**config.mk**
```make
export PLATFORM = sky130hd
export DESIGN_NAME = imm_gen
export DESIGN_NICKNAME = d
export VERILOG_FILES = /design/src/rtl/cpu_pkg.sv /design/src/rtl/imm_gen.sv
export SDC_FILE = /design/constraint.sdc
export NUM_CORES = 1
export LEC_CHECK = 0
export BUFFER_PORTS_ARGS = -buffer_cell sky130_fd_sc_hd__buf_4
export CORE_UTILIZATION = 25
export DETAILED_ROUTE_END_ITERATION = 10
export PLACE_DENSITY = 0.73
export SYNTH_ARGS = -nofsm -noshare
export SYNTH_HDL_FRONTEND = slang
export SYNTH_SLANG_ARGS = --single-unit
export TNS_END_PERCENT = 100
```
**constraint.sdc**
```tcl
create_clock -name vclk -period 1.3
set_clock_uncertainty 0.1 [all_clocks]
set_input_delay 0.195 -clock vclk [all_inputs]
set_output_delay 0.195 -clock vclk [all_outputs]
set_load 0.01 [all_outputs]
```
**src/rtl/cpu_pkg.sv**
```systemverilog
package cpu_pkg;

    // Core sizes
    localparam int XLEN = 32;
    localparam int REG_COUNT = 32;
    localparam int DMEM_WORDS = 64;
    localparam int DMEM_ADDR_BITS = $clog2(DMEM_WORDS);
    localparam logic [XLEN-1:0] RESET_PC = 32'h0000_0000;

    // Major opcodes of the supported subset
    typedef enum logic [6:0] {
        op_load   = 7'b0000011,
        op_imm    = 7'b0010011,
        op_store  = 7'b0100011,
        op_reg    = 7'b0110011,
        op_branch = 7'b1100011,
        op_jal    = 7'b1101111,
        op_lui    = 7'b0110111,
        op_auipc  = 7'b0010111
    } opcode_e;

    typedef enum logic [3:0] {
        alu_add  = 4'b0000,
        alu_sub  = 4'b0001,
        alu_and  = 4'b0010,
        alu_or   = 4'b0011,
        alu_sll  = 4'b0100,
        alu_slt  = 4'b0101,
        alu_srl  = 4'b0110,
        alu_sltu = 4'b0111,
        alu_xor  = 4'b1000,
        alu_sra  = 4'b1001
    } alu_op_e;

    typedef enum logic [2:0] {
        imm_i = 3'b000,
        imm_s = 3'b001,
        imm_b = 3'b010,
        imm_j = 3'b011,
        imm_u = 3'b100
    } imm_kind_e;

    typedef enum logic [1:0] {
        wb_alu   = 2'b00,
        wb_mem   = 2'b01,
        wb_pc4   = 2'b10,
        wb_upper = 2'b11
    } wb_source_e;

    // Decoded control for one instruction
    typedef struct packed {
        alu_op_e    alu_control;
        imm_kind_e  imm_source;
        logic       mem_write;
        logic       reg_write;
        logic       alu_source;
        wb_source_e write_back_source;
        logic       second_add_source;
    } ctrl_t;

    // Writeback trace of the instruction in flight
    typedef struct packed {
        logic            valid;
        logic [4:0]      rd;
        logic [XLEN-1:0] data;
    } retire_t;

endpackage

```
**src/rtl/imm_gen.sv**
```systemverilog
`timescale 1ns/1ps

module imm_gen (
    input  logic [31:0]              instr,
    input  cpu_pkg::imm_kind_e       imm_source,
    output logic [cpu_pkg::XLEN-1:0] imm
);

    logic sign;

    assign sign = instr[31];

    always_comb begin
        case (imm_source)
            cpu_pkg::imm_i: imm = {{20{sign}}, instr[31:20]};
            cpu_pkg::imm_s: imm = {{20{sign}}, instr[31:25], instr[11:7]};
            cpu_pkg::imm_b: begin
                // Branch offsets are in halfwords
                imm = {{19{sign}}, sign, instr[7], instr[30:25], instr[11:8], 1'b0};
            end
            cpu_pkg::imm_j: begin
                imm = {{11{sign}}, sign, instr[19:12], instr[20], instr[30:21], 1'b0};
            end
            // Upper immediate with zero low bits
            cpu_pkg::imm_u: imm = {instr[31:12], 12'b0};
            default: imm = '0;
        endcase
    end

endmodule

```
**After elaboration in Yosys (flattened, before gate mapping)**

Index checks and enable logic that the tools add are counted.

- Register bits after elaboration: 0
- Bits in latches: 0
- Bits in writable memories: 0
- Memory bits (read-only): 0
- Bits of input ports: 35
- Output and inout bits: 32
- Word-level logic and storage cells: 6
- Memories kept: 0

- Add/sub/neg operators: 0
- $mul: 0
- Divide/modulo/power cells: 0
- Magnitude comparators: 0
- Equality and inequality tests: 4
- Shift-type cells: 0
- Mux-type cells: 1
- Bitwise gates (word level): 0
- Reductions and logical operators: 1

Operator list:

| kind | number |
|---|---|
| 32-bit case mux with 5 select lines | 1 |
| 3-bit by 2-bit equality test with 1-bit output (second input constant) | 2 |
| 3-bit by 1-bit equality test with 1-bit output (second input constant) | 1 |
| 3-bit equality test (second input constant) | 1 |
| 3-bit logical NOT | 1 |

**Depth between registers and ports, before layout**

- Word-level depth: 2
- Gate-level depth with buffers: 5
- Gate-level depth less buffers: 3

**Least setup slack after synthesis**

Ideal clock, no wire load.

- Path kind: input to output
- From: in imm_source[0]
- To: out imm[12] (netlist bit)
- Data arrival time: 0.871 ns
- Required time: 1.005 ns
- Slack: 0.134 ns
- Stages on the path: 5
- Buffers on the path: 2
- Cell sequence: buf_6 -> nor2b_1 -> buf_2 -> a21oi_1 -> o22ai_1

- Cells in the longest elaborated chain, start to end: 2
- Elaborated cells on any way between the ends: 6
- Classes of those cells: eq/ne: 4; mux: 1; reduce/logical: 1

Ends and longest elaborated chain:

| item | RTL line | text |
|---|---|---|
| start, declared | imm_gen.sv:5 | `input cpu_pkg::imm_kind_e imm_source,` |
| 3-bit equality test (tied with other cells) | imm_gen.sv:14 | `case (imm_source)` |
| 32-bit case mux with 5 select lines * | imm_gen.sv:14 |  |
| end, declared | imm_gen.sv:6 | `output logic [cpu_pkg::XLEN-1:0] imm` |

Every way passes the cells marked *; elsewhere a longest branch is shown, timed or not.

**Worst setup path in the final report**

- From: in imm_source[0]
- To: out imm[16] (netlist bit)

Same word-level chain as after synthesis.

==> summary.txt <==
Global routing
  – Top Usage Layer GRT: met2
  – Met1 Usage GRT: 0.2125
  – Largest net degree at the start of global routing: 13
  – Antenna violations before repair: 0
  – GRT met3 Usage: 0.007843
  – Met2 Usage GRT: 0.3972
  – Number of global-route vias before repair: around 680
  – Grt ovf: 0
  – Gr usage total: 0.1891
  – First-pass GRT wire length: ~3.0 mm

Timing
  – Fin crit period: about 1.4 ns
  – Slew headroom: 0.8481
  – RSZ-0062 raised after global routing: true
  – Max Transition Viols Final: 0
  – Final worst slack: -0.07791 ns
  – Final period utilization: 1.060
  – Finish-stage setup viols: 12
  – Max frequency: a little over 700 MHz
  – Slew of the pin with the lowest slew margin: between 0.2 and 0.25 ns
  – Final Hold Fails: 0

Synth
  – Synthesized instance count: 73
  – Post-synthesis cell type count: 18
  – Post-synth top area share: 0.1620
  – Synth top cells by count: a21oi_1, a21o_1, nor2b_1
  – Seq/Total Area, Yosys: 0
  – Largest area contributor in the netlist: a21oi_1
  – Leading cell type by number of instances after synthesis: a21oi_1
  – Synth warn: 0
  – Top post-synthesis cells by area: a21oi_1, a21o_1, mux2i_1
  – Synth Net Count: 108
  – Syn Std Cell Area: 494.2 um^2
  – Syn Area/Cell: approximately 6.8 um^2

Finish
  – Total area of sequential cells: 0 um^2
  – ANT cells: 0
  – Layout Nets: between 150 and 200
  – Layout cells sized above 1: 0.5971
  – FF+latch count: 0
  – CLK BUF: 0
  – Layout area overhead: 125.3%

Pwr
  – Power, Total: around 0.00045 W
  – Combinational Power Share: 1.000
  – Max IR drop VDD: 0.2077 mV
  – Sw Ratio: 0.4311
  – P per Cell Area: 399.7 nW/um^2
  – Clock share of power: 0
  – Flop pwr share: 0
  – Pint: roughly 0.00025 W
  – Leak Pwr: between 0.6 and 0.7 nW
  – Net switching power: 0.0001919 W

Placement
  – Port bufs: 60
  – DP HPWL: roughly 1.7 mm
  – Worst slack at placement: -0.2585 ns
  – Final RePlAce weighted congestion: 0.7418

Worst setup path
  – CP dominant cell by count: buf_4
  – Crit Path Max Fanout: 8
  – CP required: 1.00 ns
  – Slowest cell delay on critical path: 0.20 ns
  – Crit start category: input port
  – Worst-path cell chain: buf_8 > buf_6 > nor2b_1 > buf_4 > a21oi_2 > o22ai_1 > buf_4
  – Crit-path slowest cell: o22ai_1
  – CP endpoint kind: output pin
  – Kind of critical path: input port to output pin
  – Worst Path Arrival: around 1.1 ns

Routing
  – DR vias/cell: between 4 and 5
  – Initial DRC Count: 12
  – Vias: 808
  – Remaining antenna violation count: 0
  – Residual DRC: 0
  – Average routed wire per standard cell: about 14 um
  – DR pass1 iterations: 4
  – Final WL: 2.232 mm

Floorplanning
  – Starting Density: 0.2772
  – Die Ht: 46.46 um
  – Die footprint: between 2000 and 2500 um^2
  – Num ports: 67
  – Core Area: between 1500 and 2000 um^2
  – Die W: 46.46 um
  – # rows: 15

CTS
  – # hold bufs at CTS: 0

Run status
  – Failing checks: setup timing
  – Run status: finished, violations left

Flow run
  – Max cap viols: 0

Worst hold path
  – Hold/Removal Path Class: input port to output pin
==> worst max-delay path: cells and delay by family <==
family                 cells  cell delay, ns
AND/OR/NAND/NOR            1            0.10
AO/OA/AOI/OAI              2            0.24
buffers and inverters      4            0.54
==> area by class of cell <==
cell class / count / area [um^2]
Fill cell: 169 / 669.4
Inverter: 1 / 3.754
Timing Repair Buffer: 75 / 615.6
Multi-Input combinational cell: 63 / 462.9
Tap cell: 25 / 31.28
==> path summary, 6_finish.rpt <==
check | from | end | slack [ns] | cells past startpoint
setup / recovery | imm_source[0] | imm[16] | -0.08 | 7
hold / removal | instr[21] | imm[21] | 0.58 | 3
==> timing repair <==
| action | in CTS | in global routing |
|---|---|---|
| cloned | 1 | 0 |
| setup buffers | 2 | 1 |
| pin swaps | 5 | 11 |
| endpoints found under the hold margin | 0 | 0 |
| gates resized for setup | 14 | 8 |
| endpoints found under the setup margin | 23 | 23 |
==> placed cells by master, fill, tap and decap left out, drive strengths merged, types with 2 or more instances in the layout <==
master / Yosys / routed
mux2i: 6 / 6
nor2b: 9 / 10
nor2: 5 / 5
a21oi: 16 / 16
a21o: 10 / 10
o22ai: 8 / 8
and2: 2 / 2
buf: 8 / 75
==> power by group through the flow <==
| stage | Clock [W] | Sequential, W | Combinational [W] |
|---|---|---|---|
| detailed placement | 0 | 0 | 0.000405 |
| floorplan | 0 | 0 | 0.000191 |
| CTS | 0 | 0 | 0.000429 |
| finish | 0 | 0 | 0.000445 |
| global route | 0 | 0 | 0.000476 |
| global placement | 0 | 0 | 0.000395 |
==> per-layer routing <==
metal | wire, um | vias to the layer above
met5 | 0 | -
met4 | 0 | 0
met3 | 149 | 0
met2 | 1247 | 31
met1 | 836 | 377
li1 | - | 400
==> metrics by stage <==
| stage | instances | hold WS [ns] | utilization | cell area, um^2 | TNS, ns |
|---|---|---|---|---|---|
| finish | 164 | 0.5837 | 0.6246 | 1114 | -0.4505 |
| floorplan | 73 | 0.4188 | - | 494.2 | 0 |
| CTS | 163 | 0.5776 | 0.6035 | 1076 | -0.3601 |
| global placement | 161 | 0.5737 | 0.5656 | 1008 | -2.089 |
| detailed placement | 161 | 0.5741 | 0.5656 | 1008 | -2.808 |
| global route | 164 | 0.5942 | 0.6246 | 1114 | -1.501 |
==> logic make-up after synthesis <==
logic type / count (synthesis) / share of synthesized area
simple gates: 18 / 0.2253
mux: 6 / 0.1215
compound gates: 37 / 0.4582
buf+inv: 11 / 0.1392
xor+xnor: 1 / 0.05570
(Power assumes the default switching activity.)
