--- src/rtl/cpu_pkg.sv ---
package cpu_pkg;

    // Core sizes
    localparam int XLEN = 32;
    localparam int REG_COUNT = 32;
    localparam int DMEM_WORDS = 64;
    localparam int DMEM_ADDR_BITS = $clog2(DMEM_WORDS);
    localparam logic [XLEN-1:0] RESET_PC = 32'h0000_0000;

    // Major opcodes of the supported subset
    typedef enum logic [6:0] {
        op_load   = 7'b0000011,
        op_imm    = 7'b0010011,
        op_store  = 7'b0100011,
        op_reg    = 7'b0110011,
        op_branch = 7'b1100011,
        op_jal    = 7'b1101111,
        op_lui    = 7'b0110111,
        op_auipc  = 7'b0010111
    } opcode_e;

    typedef enum logic [3:0] {
        alu_add  = 4'b0000,
        alu_sub  = 4'b0001,
        alu_and  = 4'b0010,
        alu_or   = 4'b0011,
        alu_sll  = 4'b0100,
        alu_slt  = 4'b0101,
        alu_srl  = 4'b0110,
        alu_sltu = 4'b0111,
        alu_xor  = 4'b1000,
        alu_sra  = 4'b1001
    } alu_op_e;

    typedef enum logic [2:0] {
        imm_i = 3'b000,
        imm_s = 3'b001,
        imm_b = 3'b010,
        imm_j = 3'b011,
        imm_u = 3'b100
    } imm_kind_e;

    typedef enum logic [1:0] {
        wb_alu   = 2'b00,
        wb_mem   = 2'b01,
        wb_pc4   = 2'b10,
        wb_upper = 2'b11
    } wb_source_e;

    // Decoded control for one instruction
    typedef struct packed {
        alu_op_e    alu_control;
        imm_kind_e  imm_source;
        logic       mem_write;
        logic       reg_write;
        logic       alu_source;
        wb_source_e write_back_source;
        logic       second_add_source;
    } ctrl_t;

    // Writeback trace of the instruction in flight
    typedef struct packed {
        logic            valid;
        logic [4:0]      rd;
        logic [XLEN-1:0] data;
    } retire_t;

endpackage

--- src/rtl/alu.sv ---
`timescale 1ns/1ps

module alu (
    input  logic [cpu_pkg::XLEN-1:0] a,
    input  logic [cpu_pkg::XLEN-1:0] b,
    input  cpu_pkg::alu_op_e         alu_control,
    output logic [cpu_pkg::XLEN-1:0] result,
    output logic                     zero
);

    logic [4:0] shamt;

    // RV32 shifts only look at five bits
    assign shamt = b[4:0];

    always_comb begin
        case (alu_control)
            cpu_pkg::alu_add:  result = a + b;
            cpu_pkg::alu_sub:  result = a - b;
            cpu_pkg::alu_and:  result = a & b;
            cpu_pkg::alu_or:   result = a | b;
            cpu_pkg::alu_xor:  result = a ^ b;
            cpu_pkg::alu_sll:  result = a << shamt;
            cpu_pkg::alu_srl:  result = a >> shamt;
            cpu_pkg::alu_sra:  result = $signed(a) >>> shamt;
            cpu_pkg::alu_slt: begin
                result = {{(cpu_pkg::XLEN-1){1'b0}}, ($signed(a) < $signed(b))};
            end
            cpu_pkg::alu_sltu: begin
                result = {{(cpu_pkg::XLEN-1){1'b0}}, (a < b)};
            end
            default: result = '0;
        endcase
    end

    // Equal operands for beq
    assign zero = (result == '0);

endmodule

--- config.mk ---
export PLATFORM = sky130hd
export DESIGN_NAME = alu
export DESIGN_NICKNAME = d
export VERILOG_FILES = /design/src/rtl/cpu_pkg.sv /design/src/rtl/alu.sv
export SDC_FILE = /design/constraint.sdc
export NUM_CORES = 1
export LEC_CHECK = 0
export BUFFER_PORTS_ARGS = -buffer_cell sky130_fd_sc_hd__buf_2
export CAP_MARGIN = 20
export CORE_ASPECT_RATIO = 1.5
export CORE_MARGIN = 8
export CORE_UTILIZATION = 45
export DETAILED_ROUTE_END_ITERATION = 8
export SETUP_SLACK_MARGIN = 0.3
export SYNTH_ARGS = -nofsm -noshare
export SYNTH_HDL_FRONTEND = slang
export SYNTH_SLANG_ARGS = --single-unit
--- constraint.sdc ---
create_clock -name vclk -period 5.85
set_input_delay 0.2925 -clock vclk [all_inputs]
set_output_delay 0.2925 -clock vclk [all_outputs]
set_load 0.02 [all_outputs]
# Yosys cells after proc, flatten, opt, wreduce, memory -nomap -nowiden
# Cells that the tools add are included.
[op_classes]
n_shift = 3
mux = 1
order_cmp = 2
add_sub_neg = 2
reduce_logical = 2
bitwise = 3
eq_ne = 9
[ops]
columns = ["op", "count"]
rows = [
  ["case mux 32 bit (10 select lines)", 1],
  ["< comparator 32 bit", 2],
  ["adder 32 bit", 1],
  ["AND 32 bit", 1],
  ["logical NOT 32 bit", 1],
  ["OR 32 bit", 1],
  ["<< shifter 32 x 5 -> 32 bit", 1],
  ["right shift 32 x 5 -> 32 bit", 1],
  [">>> shifter 32 x 5 -> 32 bit", 1],
  ["subtractor 32 bit", 1],
  ["bitwise XOR 32 bit", 1],
  ["== test 4 x 3 -> 1 bit (second input constant)", 4],
  ["== test 4 x 2 -> 1 bit (second input constant)", 2],
  ["== test 4 bit (second input constant)", 2],
  ["== test 4 x 1 -> 1 bit (second input constant)", 1],
  ["logical NOT 4 bit", 1],
]
[totals]
output_inout_bits = 33
wordCells = 22
input_bits = 68
regBits = 0

# Depth between registers and ports, before layout
[logic_depth]
depth_word = 3
depth_mapped = 18
ltp_nobuf = 14

# Worst setup path after synthesis
# OpenSTA, ideal clock, no wires.
[synth_timing]
kind = "input to output"
start = "input b[1] (netlist bit)"
end = "output zero"
cell_stages = 18
n_path_buf = 5
setup_slack_ps = 210
required_ps = 5558
arrival_time_ps = 5348
cell_sequence = "buf_2 -> inv_1 -> buf_2 -> buf_2 -> buf_1 -> buf_1 -> fa_1 -> nor2b_1 -> o21a_1 -> o21ai_0 -> nor3_1 -> o21ai_0 -> o211ai_1 -> or2_2 -> or4_1 -> or4_1 -> or4_1 -> nor4_2"
[synth_via]
elab_chain_len = 3
elab_cells_between_ends = 12
cone_classes = "add/sub: 2; order compare: 2; shift: 3; mux: 1; bitwise: 3; reduce/logical: 1"
[synth_rtl]
columns = ["item", "line_no", "source"]
rows = [
  ["from (decl)", "alu.sv:5", "input logic [cpu_pkg::XLEN-1:0] b,"],
  ["subtractor 32 bit, or another cell as far along", "alu.sv:19", "cpu_pkg::alu_sub: result = a - b;"],
  ["case mux 32 bit (10 select lines) *", "alu.sv:17", "case (alu_control)"],
  ["named net result (one bit)", "alu.sv:7", "output logic [cpu_pkg::XLEN-1:0] result,"],
  ["logical NOT 32 bit *", "alu.sv:37", "assign zero = (result == '0);"],
  ["to (decl)", "alu.sv:8", "output logic zero"],
]
# Mark *: on every way through the listed nets, which the timed path passes. The rest lies on a longest branch.

# Worst setup path after layout
[layout_timing]
start = "input a[14] (netlist bit)"
end = "output zero"
[layout_via]
elab_chain_len = 3
elab_cells_between_ends = 12
cone_classes = "add/sub: 2; order compare: 2; shift: 3; mux: 1; bitwise: 3; reduce/logical: 1"
[layout_rtl]
columns = ["item", "line_no", "source"]
rows = [
  ["from (decl)", "alu.sv:4", "input logic [cpu_pkg::XLEN-1:0] a,"],
  ["subtractor 32 bit, or another cell as far along", "alu.sv:19", ""],
  ["case mux 32 bit (10 select lines) *", "alu.sv:17", ""],
  ["logical NOT 32 bit *", "alu.sv:37", ""],
]
# Mark *: on every way between the ends. The rest lies on a longest branch, timed or not.

==> impl_metrics.json <==
{
  "routedWlPerCell_um": 31.9,
  "routabilityCongestion": 1.07,
  "status": "completed",
  "finalHoldViolations": 0,
  "powerDensity_nw_per_um2": 109,
  "final_nets": 1602,
  "core_area_sq_um": 21500,
  "yosys.area.top_type": "ha_1",
  "p_leak_uw": 0.00450,
  "startpoint_type": "input port",
  "gr-total-overflow": 0,
  "required_ns": 5.56,
  "nClkBuffers": 0,
  "portBuffers": 101,
  "drv_slew": 0,
  "critPathArrivalTime_ns": 5.21,
  "crit_type": "input port to primary output",
  "avgSynthCellArea_sq_um": 7.07,
  "via_per_inst": 7.34,
  "drc": 0,
  "dpl.hpwl_um": 43000,
  "dr_total_vias": 12514,
  "fillers": 2257,
  "max_freq_mhz": 182,
  "slew_headroom": 0.317,
  "rows": 66,
  "hold_class": "input port to primary output",
  "die_y_um": 196,
  "rsz0062_at_grt": "no",
  "tightest_slew_ns": 1.02,
  "antenna_left": 0,
  "ys_types": 100,
  "routed_wl_um": 54400,
  "multi_input_area_sq_um": 8850,
  "whs_ns": 1.36,
  "dieArea_sq_um": 26700,
  "post-route-min-period_ns": 5.51,
  "synth_area_leaders": "ha_1 13%, mux4_2 7.4%, a21oi_1 6.1%, mux2i_1 6.0%, nor2_1 4.9%",
  "setup_tns_ns": 0,
  "ir_worst_vdd_mv": 0.0600,
  "grt_pass1_wl_um": 78500,
  "yosysTopAreaCellShare": 0.126,
  "io_pins": 101,
  "netlist_instances": 1379,
  "drive_gt1_frac": 0.179,
  "antenna_found_initial": 0,
  "yosys_warnings": 0,
  "cp-end-kind": "primary output",
  "period_share": 0.941,
  "finalSetupViolCount": 0,
  "die_x_um": 136,
  "seq_area_frac_synth": 0,
  "drt-initial-drc-count": 1561,
  "seq_cell_count": 0,
  "area_delta_synth_final_pct": 8.19,
  "grt_pass1_vias": 12062,
  "start_util": 0.454,
  "cp_max_fo": 11,
  "maxCapViolCount": 0,
  "seq_area_sq_um": 0,
  "synth_area_sq_um": 9750,
  "track_usage": 0.392,
  "grt_max_degree": 81,
  "synth_nets": 1547,
  "first_pass_iters": 7
}
## through the flow
stage / std cells / total power (uW) / cell area (sq um) / setup slack (ns) / util
2_1_floorplan: 1379 / 711 / 9750 / 0.404 / -
3_3_place_gp: 1703 / 1100 / 10500 / 0.392 / 0.489
3_5_place_dp: 1703 / 1100 / 10500 / 0.344 / 0.489
4_1_cts: 1703 / 1110 / 10500 / 0.345 / 0.489
5_1_grt: 1704 / 1210 / 10500 / 0.295 / 0.491
6_report: 1705 / 1150 / 10500 / 0.345 / 0.491
## Yosys cell counts (24+ instances only)
library cell,count
inv_1,96
nand2_1,99
mux2i_1,58
buf_2,24
clkbuf_1,54
a211oi_1,25
ha_1,98
nand3_1,28
o211ai_1,31
o21ai_0,85
a21oi_1,119
o22ai_1,29
nor3_1,47
mux4_2,32
nor2_1,126
## cell type report
cell class                      count  share of cell area
Tap cell                          272              0.0323
Multi-Input combinational cell   1174               0.839
Timing Repair Buffer              160              0.0935
Inverter                           98              0.0349
Antenna cell                        1            0.000237
## final timing paths
path	start	to	slack, ns	cells past startpoint
min	b[4]	result[6]	1.36	5
max	a[14]	zero	0.34	16
## worst max-delay path, stage by stage
cell	delay, ns
buf_2	0.35
inv_1	0.14
ha_1	0.47
or4_1	0.59
or2_2	0.30
o221ai_1	0.18
a211oi_1	0.07
buf_4	0.19
o21bai_1	0.45
a21oi_1	0.18
nand4_1	0.12
nand3_1	0.17
or4_1	0.58
or4_1	0.46
nor4_2	0.40
buf_2	0.26
## power breakdown
| group | switching [uW] | internal, uW |
|---|---|---|
| logic | 760 | 394 |
| registers | 0 | 0 |
| clock network | 0 | 0.0000188 |
## per-layer routing
| layer | share of wire | routed length (um) | track usage | vias to the layer above |
|---|---|---|---|---|
| met5 | 0 | 0 | 0 | - |
| met4 | 0.10 | 5710 | 0.332 | 0 |
| met3 | 0.087 | 4710 | 0.0517 | 304 |
| met2 | 0.46 | 25300 | 0.647 | 926 |
| met1 | 0.34 | 18700 | 0.435 | 5889 |
| li1 | - | - | - | 5395 |
## cells in the final DEF, fill, tap and decap left out, types with 19 or more instances in the layout
cell type and instances:
a211oi_1 25, buf_4 59, o22ai_1 29, o21ai_0 84
inv_1 95, ha_1 97, nor2_1 126, a22oi_1 19
mux4_2 32, nor2b_1 19, nor3_1 46, nand2_1 99
nand3_1 28, o211ai_1 31, mux2i_1 58, buf_2 99
a21oi_1 118
## timing repair
item / CTS / global route
hold endpoints to repair: 0 / 0
buffers inserted: 0 / 1
hold buffers: 0 / 0
resized for setup: 0 / 10
setup endpoints to repair: 0 / 1
## cell families (layout without fill, tap and decap cells)
family	Yosys count	in the layout	share of synthesized area
buffers and inverters	205	258	0.0970
adder cells (fa/ha/maj)	100	100	0.130
AO/OA/AOI/OAI	498	498	0.347
AND/OR/NAND/NOR	436	436	0.225
XOR/XNOR	17	17	0.0153
multiplexers	123	123	0.186
other	0	1	0
(Power assumes the default switching activity.)
