$ cat src/rtl/cpu_pkg.sv
package cpu_pkg;

    // Core sizes
    localparam int XLEN = 32;
    localparam int REG_COUNT = 32;
    localparam int DMEM_WORDS = 64;
    localparam int DMEM_ADDR_BITS = $clog2(DMEM_WORDS);
    localparam logic [XLEN-1:0] RESET_PC = 32'h0000_0000;

    // Major opcodes of the supported subset
    typedef enum logic [6:0] {
        op_load   = 7'b0000011,
        op_imm    = 7'b0010011,
        op_store  = 7'b0100011,
        op_reg    = 7'b0110011,
        op_branch = 7'b1100011,
        op_jal    = 7'b1101111,
        op_lui    = 7'b0110111,
        op_auipc  = 7'b0010111
    } opcode_e;

    typedef enum logic [3:0] {
        alu_add  = 4'b0000,
        alu_sub  = 4'b0001,
        alu_and  = 4'b0010,
        alu_or   = 4'b0011,
        alu_sll  = 4'b0100,
        alu_slt  = 4'b0101,
        alu_srl  = 4'b0110,
        alu_sltu = 4'b0111,
        alu_xor  = 4'b1000,
        alu_sra  = 4'b1001
    } alu_op_e;

    typedef enum logic [2:0] {
        imm_i = 3'b000,
        imm_s = 3'b001,
        imm_b = 3'b010,
        imm_j = 3'b011,
        imm_u = 3'b100
    } imm_kind_e;

    typedef enum logic [1:0] {
        wb_alu   = 2'b00,
        wb_mem   = 2'b01,
        wb_pc4   = 2'b10,
        wb_upper = 2'b11
    } wb_source_e;

    // Decoded control for one instruction
    typedef struct packed {
        alu_op_e    alu_control;
        imm_kind_e  imm_source;
        logic       mem_write;
        logic       reg_write;
        logic       alu_source;
        wb_source_e write_back_source;
        logic       second_add_source;
    } ctrl_t;

    // Writeback trace of the instruction in flight
    typedef struct packed {
        logic            valid;
        logic [4:0]      rd;
        logic [XLEN-1:0] data;
    } retire_t;

endpackage

$ cat src/rtl/control.sv
`timescale 1ns/1ps

module control (
    input  logic [6:0]      op,
    input  logic [2:0]      func3,
    input  logic [6:0]      func7,
    input  logic            alu_zero,
    output cpu_pkg::ctrl_t  ctrl,
    output logic            pc_source
);

    cpu_pkg::ctrl_t   main_ctrl;
    cpu_pkg::alu_op_e alu_sel;
    logic             branch;
    logic             jump;
    logic             shift_illegal;

    // Main decoder
    always_comb begin
        // Safe defaults so unknown opcodes leave state untouched
        main_ctrl.alu_control = cpu_pkg::alu_add;
        main_ctrl.imm_source = cpu_pkg::imm_i;
        main_ctrl.mem_write = 1'b0;
        main_ctrl.reg_write = 1'b0;
        main_ctrl.alu_source = 1'b0;
        main_ctrl.write_back_source = cpu_pkg::wb_alu;
        main_ctrl.second_add_source = 1'b0;
        branch = 1'b0;
        jump = 1'b0;

        case (op)
            cpu_pkg::op_load: begin
                main_ctrl.reg_write = 1'b1;
                main_ctrl.alu_source = 1'b1;
                main_ctrl.write_back_source = cpu_pkg::wb_mem;
            end
            cpu_pkg::op_imm: begin
                main_ctrl.reg_write = 1'b1;
                main_ctrl.alu_source = 1'b1;
            end
            cpu_pkg::op_store: begin
                main_ctrl.imm_source = cpu_pkg::imm_s;
                main_ctrl.mem_write = 1'b1;
                main_ctrl.alu_source = 1'b1;
            end
            cpu_pkg::op_reg: begin
                main_ctrl.reg_write = 1'b1;
            end
            cpu_pkg::op_branch: begin
                // Operands compared by subtraction in the ALU
                main_ctrl.imm_source = cpu_pkg::imm_b;
                branch = 1'b1;
            end
            cpu_pkg::op_jal: begin
                main_ctrl.reg_write = 1'b1;
                main_ctrl.imm_source = cpu_pkg::imm_j;
                main_ctrl.write_back_source = cpu_pkg::wb_pc4;
                jump = 1'b1;
            end
            cpu_pkg::op_lui: begin
                main_ctrl.reg_write = 1'b1;
                main_ctrl.imm_source = cpu_pkg::imm_u;
                main_ctrl.write_back_source = cpu_pkg::wb_upper;
                main_ctrl.second_add_source = 1'b1;
            end
            cpu_pkg::op_auipc: begin
                main_ctrl.reg_write = 1'b1;
                main_ctrl.imm_source = cpu_pkg::imm_u;
                main_ctrl.write_back_source = cpu_pkg::wb_upper;
            end
            default: begin
            end
        endcase
    end

    // ALU decoder
    always_comb begin
        alu_sel = cpu_pkg::alu_add;
        shift_illegal = 1'b0;

        if (branch) begin
            alu_sel = cpu_pkg::alu_sub;
        end else if (op == cpu_pkg::op_reg || op == cpu_pkg::op_imm) begin
            case (func3)
                3'b000: begin
                    // Only the register form has a sub
                    if (op == cpu_pkg::op_reg && func7[5]) begin
                        alu_sel = cpu_pkg::alu_sub;
                    end
                end
                3'b001: begin
                    alu_sel = cpu_pkg::alu_sll;
                    shift_illegal = (op == cpu_pkg::op_imm) && (func7 != 7'b0000000);
                end
                3'b010: alu_sel = cpu_pkg::alu_slt;
                3'b011: alu_sel = cpu_pkg::alu_sltu;
                3'b100: alu_sel = cpu_pkg::alu_xor;
                3'b101: begin
                    if (func7 == 7'b0100000) begin
                        alu_sel = cpu_pkg::alu_sra;
                    end else begin
                        alu_sel = cpu_pkg::alu_srl;
                    end
                    shift_illegal = (op == cpu_pkg::op_imm) &&
                                    (func7 != 7'b0000000) && (func7 != 7'b0100000);
                end
                3'b110: alu_sel = cpu_pkg::alu_or;
                3'b111: alu_sel = cpu_pkg::alu_and;
                default: alu_sel = cpu_pkg::alu_add;
            endcase
        end
    end

    // Merge both decoders and kill the write on a malformed shamt field
    always_comb begin
        ctrl = main_ctrl;
        ctrl.alu_control = alu_sel;
        if (shift_illegal) begin
            ctrl.reg_write = 1'b0;
        end
    end

    assign pc_source = (alu_zero & branch) | jump;

endmodule

$ cat config.mk
export PLATFORM = sky130hd
export DESIGN_NAME = control
export DESIGN_NICKNAME = d
export VERILOG_FILES = /design/src/rtl/cpu_pkg.sv /design/src/rtl/control.sv
export SDC_FILE = /design/constraint.sdc
export NUM_CORES = 1
export LEC_CHECK = 0
export BUFFER_PORTS_ARGS = -buffer_cell sky130_fd_sc_hd__buf_2
export CAP_MARGIN = 20
export CORE_AREA = 2 2 39 41
export DETAILED_ROUTE_END_ITERATION = 10
export DIE_AREA = 0 0 41 43
export PLACE_DENSITY = 0.66
export SLEW_MARGIN = 0
export SYNTH_ARGS = -nofsm -noshare
export SYNTH_HDL_FRONTEND = slang
export SYNTH_SLANG_ARGS = --single-unit
$ cat constraint.sdc
create_clock -name vclk -period 2.2
set_input_delay 0.55 -clock vclk [all_inputs]
set_output_delay 0.55 -clock vclk [all_outputs]
set_load 0.02 [all_outputs]
Word-level counts from Yosys, hierarchy flattened --
Cells that the tools add are included.
Word-level totals: register bits 0, input bits 18, output and inout bits 14
Operators by class: equality and inequality tests 17, muxes and demuxes 17, bitwise gates (word level) 2, reduce and logical (&&, ||, !) cells 9
Operator list (number):
- $pmux W4 S8 | 1
- $eq A7 B6 Y1 const B | 4
- $eq A7 B5 Y1 const B | 2
- $eq A7 B7 Y1 const B | 2
- $eq A3 B3 Y1 const B | 4
- $mux W4 | 3
- $pmux W3 S4 | 1
- $mux W1 | 10
- $eq A7 B2 Y1 const B | 1
- $ne A7 B6 Y1 const B | 1
- $reduce_bool A7 Y1 | 1
- $eq A3 B2 Y1 const B | 2
- $pmux W2 S3 | 1
- $reduce_or A6 Y1 | 1
- $eq A3 B1 Y1 const B | 1
- $logic_and A1 B1 Y1 | 3
- $logic_not A3 Y1 | 1
- $reduce_or A3 Y1 | 1
- $pmux W1 S2 | 1
- $reduce_or A2 Y1 | 1
- $and A1 B1 Y1 | 1
- $logic_or A1 B1 Y1 | 1
- $or A1 B1 Y1 | 1

Longest topological paths before layout --
depth in word-level cells 7, depth in mapped cells 5

Worst setup path before layout --
No wires, ideal clock.
path type input to output, from input port op[3], to output port ctrl[0] (netlist name), arrival time 1.830 ns, data required time 1.650 ns, slack -0.180 ns, stages on the path 3, path through buf_6 -> nor4_1 -> and2_1
RTL lines:
- start: declaration | RTL line control.sv:4 | input logic [6:0] op,
- end: declaration | RTL line control.sv:8 | output cpu_pkg::ctrl_t ctrl,

==> metrics <==
share of layout cells above drive strength 1 0.582; initial antenna violation count 0; Distinct cells, synth 26; Worst Path Max Fanout 5; Hold Fails Final Rpt 0; post-CTS setup buffers 0; vias per cell 4.88; routed via count between 500 and 600; WS Path Type in2out; Area growth, synth to finish 98.4%; Sw Ratio 0.531; DIE HEIGHT 43 um; normalized max-slew margin 0.804; Initial Util 0.228; worst path arrival time about 1.6 ns; first-pass GRT wire length 1.74 mm; sequential share of power 0; sequential area share after synthesis 0; Synth Net Count 70; Wirelength per Cell 10.8 um; ant diodes 0; Req. time, crit path between 1.5 and 2 ns; commonest non-fill, non-tap cell in the layout buf_2; clock group share of total power 0; global route total overflow 0; setup violators final 0; Critical Path Sink ctrl[1]; Residual DRC 0; DRT Pass-1 Iters 3; CP Launch Point op[2]; status finished clean; area of the mapped netlist 315 sq um; largest net degree at the start of global routing 9; post-route antenna net violation count 0; Worst Setup End Kind output port; post-CTS resize count 0; worst min path class in2out; Std-Cell Rows 14; Final min period 2.14 ns; drt initial violations 6; fillers 149; fin crit share 0.975; clkbuf count 0; Logic pwr share 1.000; seq_cells 0; hold buffers post-CTS 0; All-Layer GR Usage 0.132; Mapped Cells 52; # IOs 32; Max Freq 466 MHz; Die ar. 0.00176 sq mm; commonest non-fill, non-tap cells in the layout 29 x buf_2, 11 x buf_4, 6 x nand2_1, 5 x nor2_1; Startpoint Class input port; peak supply drop approximately 0.054 mV; Switch Pwr 0.0433 mW; Least-Margin Pin Slew a little under 0.3 ns; FF/Latch Area 0 sq um; final hold slack around 1.4 ns; DP Area 584 sq um; die width roughly 41 um; power density over the cells 130 mW/mm^2; count of input and output buffers 32; fin nets 111; RePlAce Congestion 0.788; P_int between 0.03 and 0.04 mW; Finished Cell Area 626 sq um; Synth Warn # 0; number of global-route vias before repair approximately 420; RSZ-0062 raised after global routing yes; Slew Limit Fails 0; Total Routed Length between 1 and 1.5 mm; Synth Area per Inst between 6 and 7 sq um; Core ar. between 0.001 and 0.0015 sq mm; maxcap violations 0; leakage power 0.305 nW; HPWL Detailed 965 um
==> worst min-delay path by stage <==
| stage | startpoint | to | cells past startpoint |
|---|---|---|---|
| after floorplan | op[6] | ctrl[1] | 1 |
| after global placement | alu_zero | pc_source | 4 |
| after detailed placement | alu_zero | pc_source | 4 |
| after CTS | alu_zero | pc_source | 4 |
| after global routing | alu_zero | pc_source | 4 |
| final | alu_zero | pc_source | 4 |
==> kinds of logic (layout without fill, tap and decap cells) <==
kind of cell	count (synthesis)	after routing	share of synthesized area
buffers and inverters	3	42	0.0833
AND/OR/NAND/NOR	33	33	0.532
AO/OA/AOI/OAI	16	16	0.385
==> cell usage after synthesis (all sizes together) <==
cell	instances	area, sq um
a21boi	1	7.51
o21a	1	7.51
nor3	2	10.0
and3	2	12.5
nand2b	1	6.26
o21ai	2	10.0
nor2b	1	6.26
or3	2	12.5
nand4	2	12.5
nor4	2	12.5
a41oi	1	8.76
a21o	1	7.51
or2	1	6.26
nor2	7	26.3
inv	1	3.75
o21bai	1	7.51
and3b	1	8.76
nand2	6	22.5
a2111oi	2	30.0
a31oi	1	6.26
and2	1	6.26
a41o	1	10.0
o22ai	1	6.26
nand3	5	25.0
a21oi	4	20.0
buf	2	22.5
==> cell type report <==
class                           count  area, sq um  share of cell area
Inverter                            1         3.75             0.00600
Multi-Input combinational cell     49          354               0.566
Tap cell                           16         20.0              0.0320
Timing Repair Buffer               41          248               0.396
==> metrics by stage <==
stage	util	TNS, ns	cells	power [mW]	setup WS [ns]
global route	0.452	-0.00856	107	0.0899	-0.00574
detailed placement	0.422	0	107	0.0761	0.0159
finish	0.452	0	107	0.0815	0.0559
floorplan	-	0	52	0.0346	0.0860
CTS	0.422	0	107	0.0763	0.0159
global placement	0.422	0	107	0.0750	0.0143
==> power by group through the flow <==
stage	Combinational, mW	Clock, mW	Sequential [mW]
finish	0.0815	0	0
global placement	0.0750	0	0
global route	0.0899	0	0
floorplan	0.0346	0	0
detailed placement	0.0761	0	0
CTS	0.0763	0	0
==> metal layers <==
layer,GRT usage,part of all wire
met5,0,0
met4,0,0
met3,0.00524,0.054
met2,0.209,0.49
met1,0.203,0.46
==> critical path: stages <==
cell	delay, ns
buf_2	0.13
or3_4	0.39
a2111oi_4	0.33
buf_4	0.19
No activity file was read; power rests on OpenSTA's default activity.
