### config.mk
export PLATFORM = sky130hd
export DESIGN_NAME = data_memory
export DESIGN_NICKNAME = d
export VERILOG_FILES = /design/src/rtl/cpu_pkg.sv /design/src/rtl/data_memory.sv
export SDC_FILE = /design/constraint.sdc
export NUM_CORES = 2
export LEC_CHECK = 0
export BUFFER_PORTS_ARGS = -buffer_cell sky130_fd_sc_hd__buf_4
export CORE_MARGIN = 2
export CORE_UTILIZATION = 59
export CTS_BUF_LIST = sky130_fd_sc_hd__clkbuf_2
export CTS_CLUSTER_DIAMETER = 120
export DETAILED_ROUTE_END_ITERATION = 7
export HOLD_SLACK_MARGIN = 0.08
export PLACE_DENSITY = 0.75
export SLEW_MARGIN = 20
export SYNTH_ARGS = -nofsm -noshare
export SYNTH_HDL_FRONTEND = slang
export SYNTH_SLANG_ARGS = --single-unit
export TNS_END_PERCENT = 50
### constraint.sdc
create_clock -name clk -period 2.2 [get_ports clk]
set_input_delay 0.11 -clock clk [delete_from_list [all_inputs] [get_ports clk]]
set_output_delay 0.11 -clock clk [all_outputs]
set_load 0.1 [all_outputs]
### src/rtl/cpu_pkg.sv
package cpu_pkg;

    // Core sizes
    localparam int XLEN = 32;
    localparam int REG_COUNT = 32;
    localparam int DMEM_WORDS = 64;
    localparam int DMEM_ADDR_BITS = $clog2(DMEM_WORDS);
    localparam logic [XLEN-1:0] RESET_PC = 32'h0000_0000;

    // Major opcodes of the supported subset
    typedef enum logic [6:0] {
        op_load   = 7'b0000011,
        op_imm    = 7'b0010011,
        op_store  = 7'b0100011,
        op_reg    = 7'b0110011,
        op_branch = 7'b1100011,
        op_jal    = 7'b1101111,
        op_lui    = 7'b0110111,
        op_auipc  = 7'b0010111
    } opcode_e;

    typedef enum logic [3:0] {
        alu_add  = 4'b0000,
        alu_sub  = 4'b0001,
        alu_and  = 4'b0010,
        alu_or   = 4'b0011,
        alu_sll  = 4'b0100,
        alu_slt  = 4'b0101,
        alu_srl  = 4'b0110,
        alu_sltu = 4'b0111,
        alu_xor  = 4'b1000,
        alu_sra  = 4'b1001
    } alu_op_e;

    typedef enum logic [2:0] {
        imm_i = 3'b000,
        imm_s = 3'b001,
        imm_b = 3'b010,
        imm_j = 3'b011,
        imm_u = 3'b100
    } imm_kind_e;

    typedef enum logic [1:0] {
        wb_alu   = 2'b00,
        wb_mem   = 2'b01,
        wb_pc4   = 2'b10,
        wb_upper = 2'b11
    } wb_source_e;

    // Decoded control for one instruction
    typedef struct packed {
        alu_op_e    alu_control;
        imm_kind_e  imm_source;
        logic       mem_write;
        logic       reg_write;
        logic       alu_source;
        wb_source_e write_back_source;
        logic       second_add_source;
    } ctrl_t;

    // Writeback trace of the instruction in flight
    typedef struct packed {
        logic            valid;
        logic [4:0]      rd;
        logic [XLEN-1:0] data;
    } retire_t;

endpackage

### src/rtl/data_memory.sv
`timescale 1ns/1ps

module data_memory (
    input  logic                     clk,
    input  logic                     reset,
    input  logic [cpu_pkg::XLEN-1:0] addr,
    input  logic                     write_enable,
    input  logic [cpu_pkg::XLEN-1:0] write_data,
    output logic [cpu_pkg::XLEN-1:0] read_data
);

    logic [cpu_pkg::XLEN-1:0]         mem [cpu_pkg::DMEM_WORDS];
    logic [cpu_pkg::DMEM_ADDR_BITS-1:0] index;

    // Word index with the byte offset dropped
    assign index = addr[cpu_pkg::DMEM_ADDR_BITS+1:2];

    always_ff @(posedge clk) begin
        if (reset) begin
            for (int i = 0; i < cpu_pkg::DMEM_WORDS; i++) begin
                mem[i] <= '0;
            end
        end else if (write_enable) begin
            mem[index] <= write_data;
        end
    end

    assign read_data = mem[index];

endmodule

# Word level (Yosys, flattened, before mapping)
# Memory sizes are Yosys's and may differ from the RTL's.
# Cells that the tools add are included.
[word_totals]
ff_bits = 0
latchBits = 0
ram_bits = 2048
mem_bits_ro = 0
inputBits = 67
out_inout_bits = 32
elab_cells = 10
memories = 1
[mem_list]
columns = ["memory", "words", "word_bits", "read_ports", "rd_clocked_by_memory_dff", "wr", "line_no", "rtl"]
rows = [
  ["mem", 64, 32, 1, 0, 64, "data_memory.sv:12", "logic [cpu_pkg::XLEN-1:0] mem [cpu_pkg::DMEM_WORDS];"],
]
[classes]
add_sub_neg = 0
mul = 0
div = 0
order_cmp = 0
n_eq_ne = 0
n_shift = 0
muxes = 8
bitwise_logic = 0
n_reduce_logical = 1
[ops]
columns = ["op", "count"]
rows = [
  ["$mux W32", 1],
  ["$reduce_or A32 Y1", 1],
  ["$mux W1", 6],
  ["$mux W6", 1],
]

# Longest topological paths before layout
[depth]
depth_word = 5
ltp_mapped = 11
mapped_depth_nobuf = 6

# Worst setup path before layout
# No wires, ideal clock.
[synth_path]
path_type = "input port to output port"
from = "input port addr[4] (netlist bit)"
to = "output port read_data[1] (netlist bit)"
arrival_ns = 2.378
required_time_ns = 2.090
slack_ns = -0.288
path_stages = 9
n_path_buf = 5
cell_sequence = "buf_6 > buf_6 > buf_6 > buf_2 > buf_1 > mux4_2 > mux2i_1 > o22ai_1 > or4_1"
[synth_between]
elab_chain_len = 1
[synth_lines]
columns = ["element", "line_no", "rtl"]
rows = [
  ["start, declared", "data_memory.sv:6", "input logic [cpu_pkg::XLEN-1:0] addr,"],
  ["$mem_v2 Z64 W32", "-", ""],
  ["end, declared", "data_memory.sv:9", "output logic [cpu_pkg::XLEN-1:0] read_data"],
]
# Every way passes these cells.

# Final worst setup path
[layout_path]
from = "memory mem[55][11] (netlist bit)"
to = "output port read_data[11] (netlist bit)"
[layout_between]
elab_chain_len = 1
[layout_lines]
columns = ["element", "line_no"]
rows = [
  ["start, declared", "data_memory.sv:12"],
  ["$mem_v2 Z64 W32", "-"],
]
# Every way passes these cells.

==> flow_metrics.env <==
export IMPL_status="finished with violations"
export IMPL_violations="negative setup slack"
export IMPL_critPathLaunchType="flop"
export IMPL_fp_dieH_um=400.6
export IMPL_die_width_um=400.6
export IMPL_place_hpwl_um=195300
export IMPL_overflow=0
export IMPL_final_fill_count=10130
export IMPL_synthAdderAreaFrac=0
export IMPL_netlist_top_cell_by_area="edfxtp_1"
export IMPL_netlist_instances=6970
export IMPL_synthTopCellsByArea="edfxtp_1 (66%), and2_1 (14%), a22oi_1 (3.0%), a221oi_1 (2.7%), clkbuf_1 (2.3%)"
export IMPL_hold_start="write_data[0]"
export IMPL_ys_dominant_reg_cell="edfxtp_1"
export IMPL_gp_congestion=0.9916
export IMPL_p_leak_nw=40.68
export IMPL_reg_top3="mem (2048)"
export IMPL_wl_per_cell_um=30.47
export IMPL_synth_seq_area_share=0.6626
export IMPL_slowest_stage="or3_4"
export IMPL_finalCriticalPeriod_ns=4.417
export IMPL_seqPwrFrac=0.563
export IMPL_setup_ws_ns=-2.217
export IMPL_final_nets=7891
export IMPL_met3_wirelength_um=46260
export IMPL_first_iter_violations=10490
export IMPL_dr_pass1_iters=6
export IMPL_final_area_sq_mm=0.1109
export IMPL_grt_max_degree=65
export IMPL_antenna_found_initial=20
export IMPL_core_area_sq_mm=0.1562
export IMPL_crit_path_end_kind="primary output"
export IMPL_setup_viol=32
export IMPL_ys_warnings_count=0
export IMPL_slowest_delay_ns=0.52
export IMPL_combPwrFrac=0.127
export IMPL_regMostFlops="mem"
export IMPL_io_buffer_count=72
export IMPL_floorplan_rows=145
export IMPL_hold_path_class="in2reg"
export IMPL_synth_nets=7037
export IMPL_peakVddDrop_mv=0.5168
export IMPL_clkPwrFrac=0.311
export IMPL_route_top_layer_used="met5"
export IMPL_p_sw_frac=0.2771
export IMPL_power_switching_mw=22.39
export IMPL_clk_transition_reported_paths_ns=0.12
export IMPL_cts_tree="done"
export IMPL_hold_path_end="mem[51][0]"
export IMPL_routedLengthMet1_um=105000
export IMPL_synth_cell_types=57
export IMPL_slew_headroom=0.1433
export IMPL_synth_simple_gate_area_share=0.1637
export IMPL_maxCapViolCount=0
export IMPL_pwr_density_cell_mw_per_mm2=728.5
export IMPL_crit_path_max_fanout=1
export IMPL_rsz0062_at_grt="yes"
export IMPL_cp_required_ns=2.09
export IMPL_syn2layout_area_growth_pct=19.46
export IMPL_preCtsSetupSlack_ns=-1.222
export IMPL_syn_area_per_cell_sq_um=13.32
export IMPL_vias=66960
export IMPL_ios=99
export IMPL_hold_path_depth=5
export IMPL_crit_family="simple AND/OR/NAND/NOR gates"
export IMPL_hold_viol=0
export IMPL_critical_path_class="reg2out"
export IMPL_slew_viol_final=0
export IMPL_tightest_slew_ns=1.285
export IMPL_grt_use_total=0.3812
export IMPL_drc=0
export IMPL_drt_total_wl_um=310500
export IMPL_synth_area_sq_mm=0.09281
export IMPL_place_area_sq_mm=0.1022
export IMPL_fmax_ghz=0.2264
export IMPL_netlist_area_leader_share=0.6626
export IMPL_grt_pass1_vias=66460
export IMPL_cts_buffer_depth=4
export IMPL_drive_gt1_frac=0.2853
export IMPL_largest_reg_flops=2048
export IMPL_synth_async_reset_ratio=0
export IMPL_internal_power_mw=58.38
export IMPL_synth_mux_area_frac=0.03690
export IMPL_ys_ff_latch=2048
export IMPL_synth_compound_area_frac=0.1027
export IMPL_cts_root_buf="clkbuf_2"
export IMPL_initial_core_util=0.5941
export IMPL_layout_commonest_cell="and2_1"
export IMPL_met2_length_um=139900
export IMPL_path_cells="a22oi_1 -> o22ai_2 -> nor4_4 -> buf_4 -> o211ai_1 -> or3_4 -> buf_12"
export IMPL_cts_inserted_buffers=534
export IMPL_min_period_over_period=2.008
export IMPL_crit_arrival_ns=4.31
export IMPL_cts_sinks=2048
export IMPL_h_tree_depth=6
export IMPL_path_buf_inv=2
export IMPL_fp_dieArea_sq_mm=0.1605
export IMPL_final_antenna_net_count=0
export IMPL_synth_top_family_by_area="simple AND/OR/NAND/NOR gates"
export IMPL_synth_edff_count=2048
export IMPL_via_per_inst=6.571
export IMPL_grt_pass1_wl_um=443800
export IMPL_final_cell_mix="and2_1 (2049), edfxtp_1 (2048), clkbuf_2 (750)"
export IMPL_synth_xor_area_share=0
[synth_stat cells (6+ instances only)]
cell / instances
mux2_2: 101
o22ai_1: 162
o21ai_0: 170
edfxtp_1: 2048
a22oi_1: 374
or2_2: 83
nor2_1: 180
nand3_1: 7
nor2_2: 18
mux2i_1: 152
a31oi_1: 8
a221oi_1: 291
a211oi_1: 26
o31ai_1: 13
nand2_1: 80
buf_6: 11
buf_4: 18
a221o_1: 41
o221ai_1: 18
and2_1: 2051
nor4_1: 16
a22o_1: 21
mux4_2: 34
clkbuf_1: 566
or4_1: 16
o211ai_1: 40
or3_1: 16
nor2b_1: 6
buf_1: 85
nor3_1: 43
a21oi_1: 136
buf_2: 90
[metal layers]
| layer | vias up | track usage |
|---|---|---|
| met5 | - | 0.008029 |
| met4 | 16 | 0.2223 |
| met3 | 975 | 0.1228 |
| met2 | 5317 | 0.5715 |
| met1 | 32950 | 0.4889 |
| li1 | 27700 | - |
[worst max-delay path by stage]
stage	from	to	slack (ns)	depth (start not counted)
floorplan	addr[4]	mem[10][0]	-0.07	8
global placement	addr[2]	read_data[11]	-1.28	12
detailed placement	addr[4]	read_data[9]	-1.22	13
CTS	mem[48][11]	read_data[11]	-2.24	7
global route	mem[55][11]	read_data[11]	-2.25	7
finish	mem[55][11]	read_data[11]	-2.22	7
[power by group through the flow]
stage	clock network, mW	logic, mW	registers [mW]
after global placement	0	8.71	46.2
after global routing	27.0	10.4	45.6
after detailed placement	0	8.82	46.3
final	25.1	10.2	45.5
after CTS	25.1	9.61	45.4
after floorplan	0	4.46	46.0
[timing repair]
action,4_1_cts,5_1_grt
setup buffers,0,1
resized for setup,245,238
endpoints found under the hold margin,4096,63
setup endpoints to repair,32,556
hold buffers,181,1
pin swaps,55,113
[stage by stage]
stage,power (mW),hold WS (ns),TNS [ns],cells,utilization
after CTS,80.08,0.08295,-67.97,10200,0.7031
after detailed placement,55.10,0.6820,-980.44,9190,0.6544
after floorplan,50.51,0.5689,-19.96,6970,-
final,80.77,0.1968,-61.68,10190,0.7097
after global routing,83.06,0.1390,-64.59,10180,0.7097
after global placement,54.87,0.6762,-839.79,9190,0.6543
[cells by family after synthesis]
kind of cell           Yosys count
multiplexers                   287
AND/OR/NAND/NOR               2536
flip-flops                    2048
buffers and inverters          773
AO/OA/AOI/OAI                 1326
[cell type report]
class	count	area (sq um)	area share
multi-input cells	4149	30360	0.2738
inverters	3	18.77	0.0001693
well taps	2058	2575	0.02323
clock inverters	84	533.0	0.004808
repair buffers	1088	12100	0.1092
flip-flops and latches	2048	61500	0.5547
clock buffers	750	3754	0.03386
diodes	9	22.52	0.0002031
Note: power is estimated with default switching activity, not from simulation.
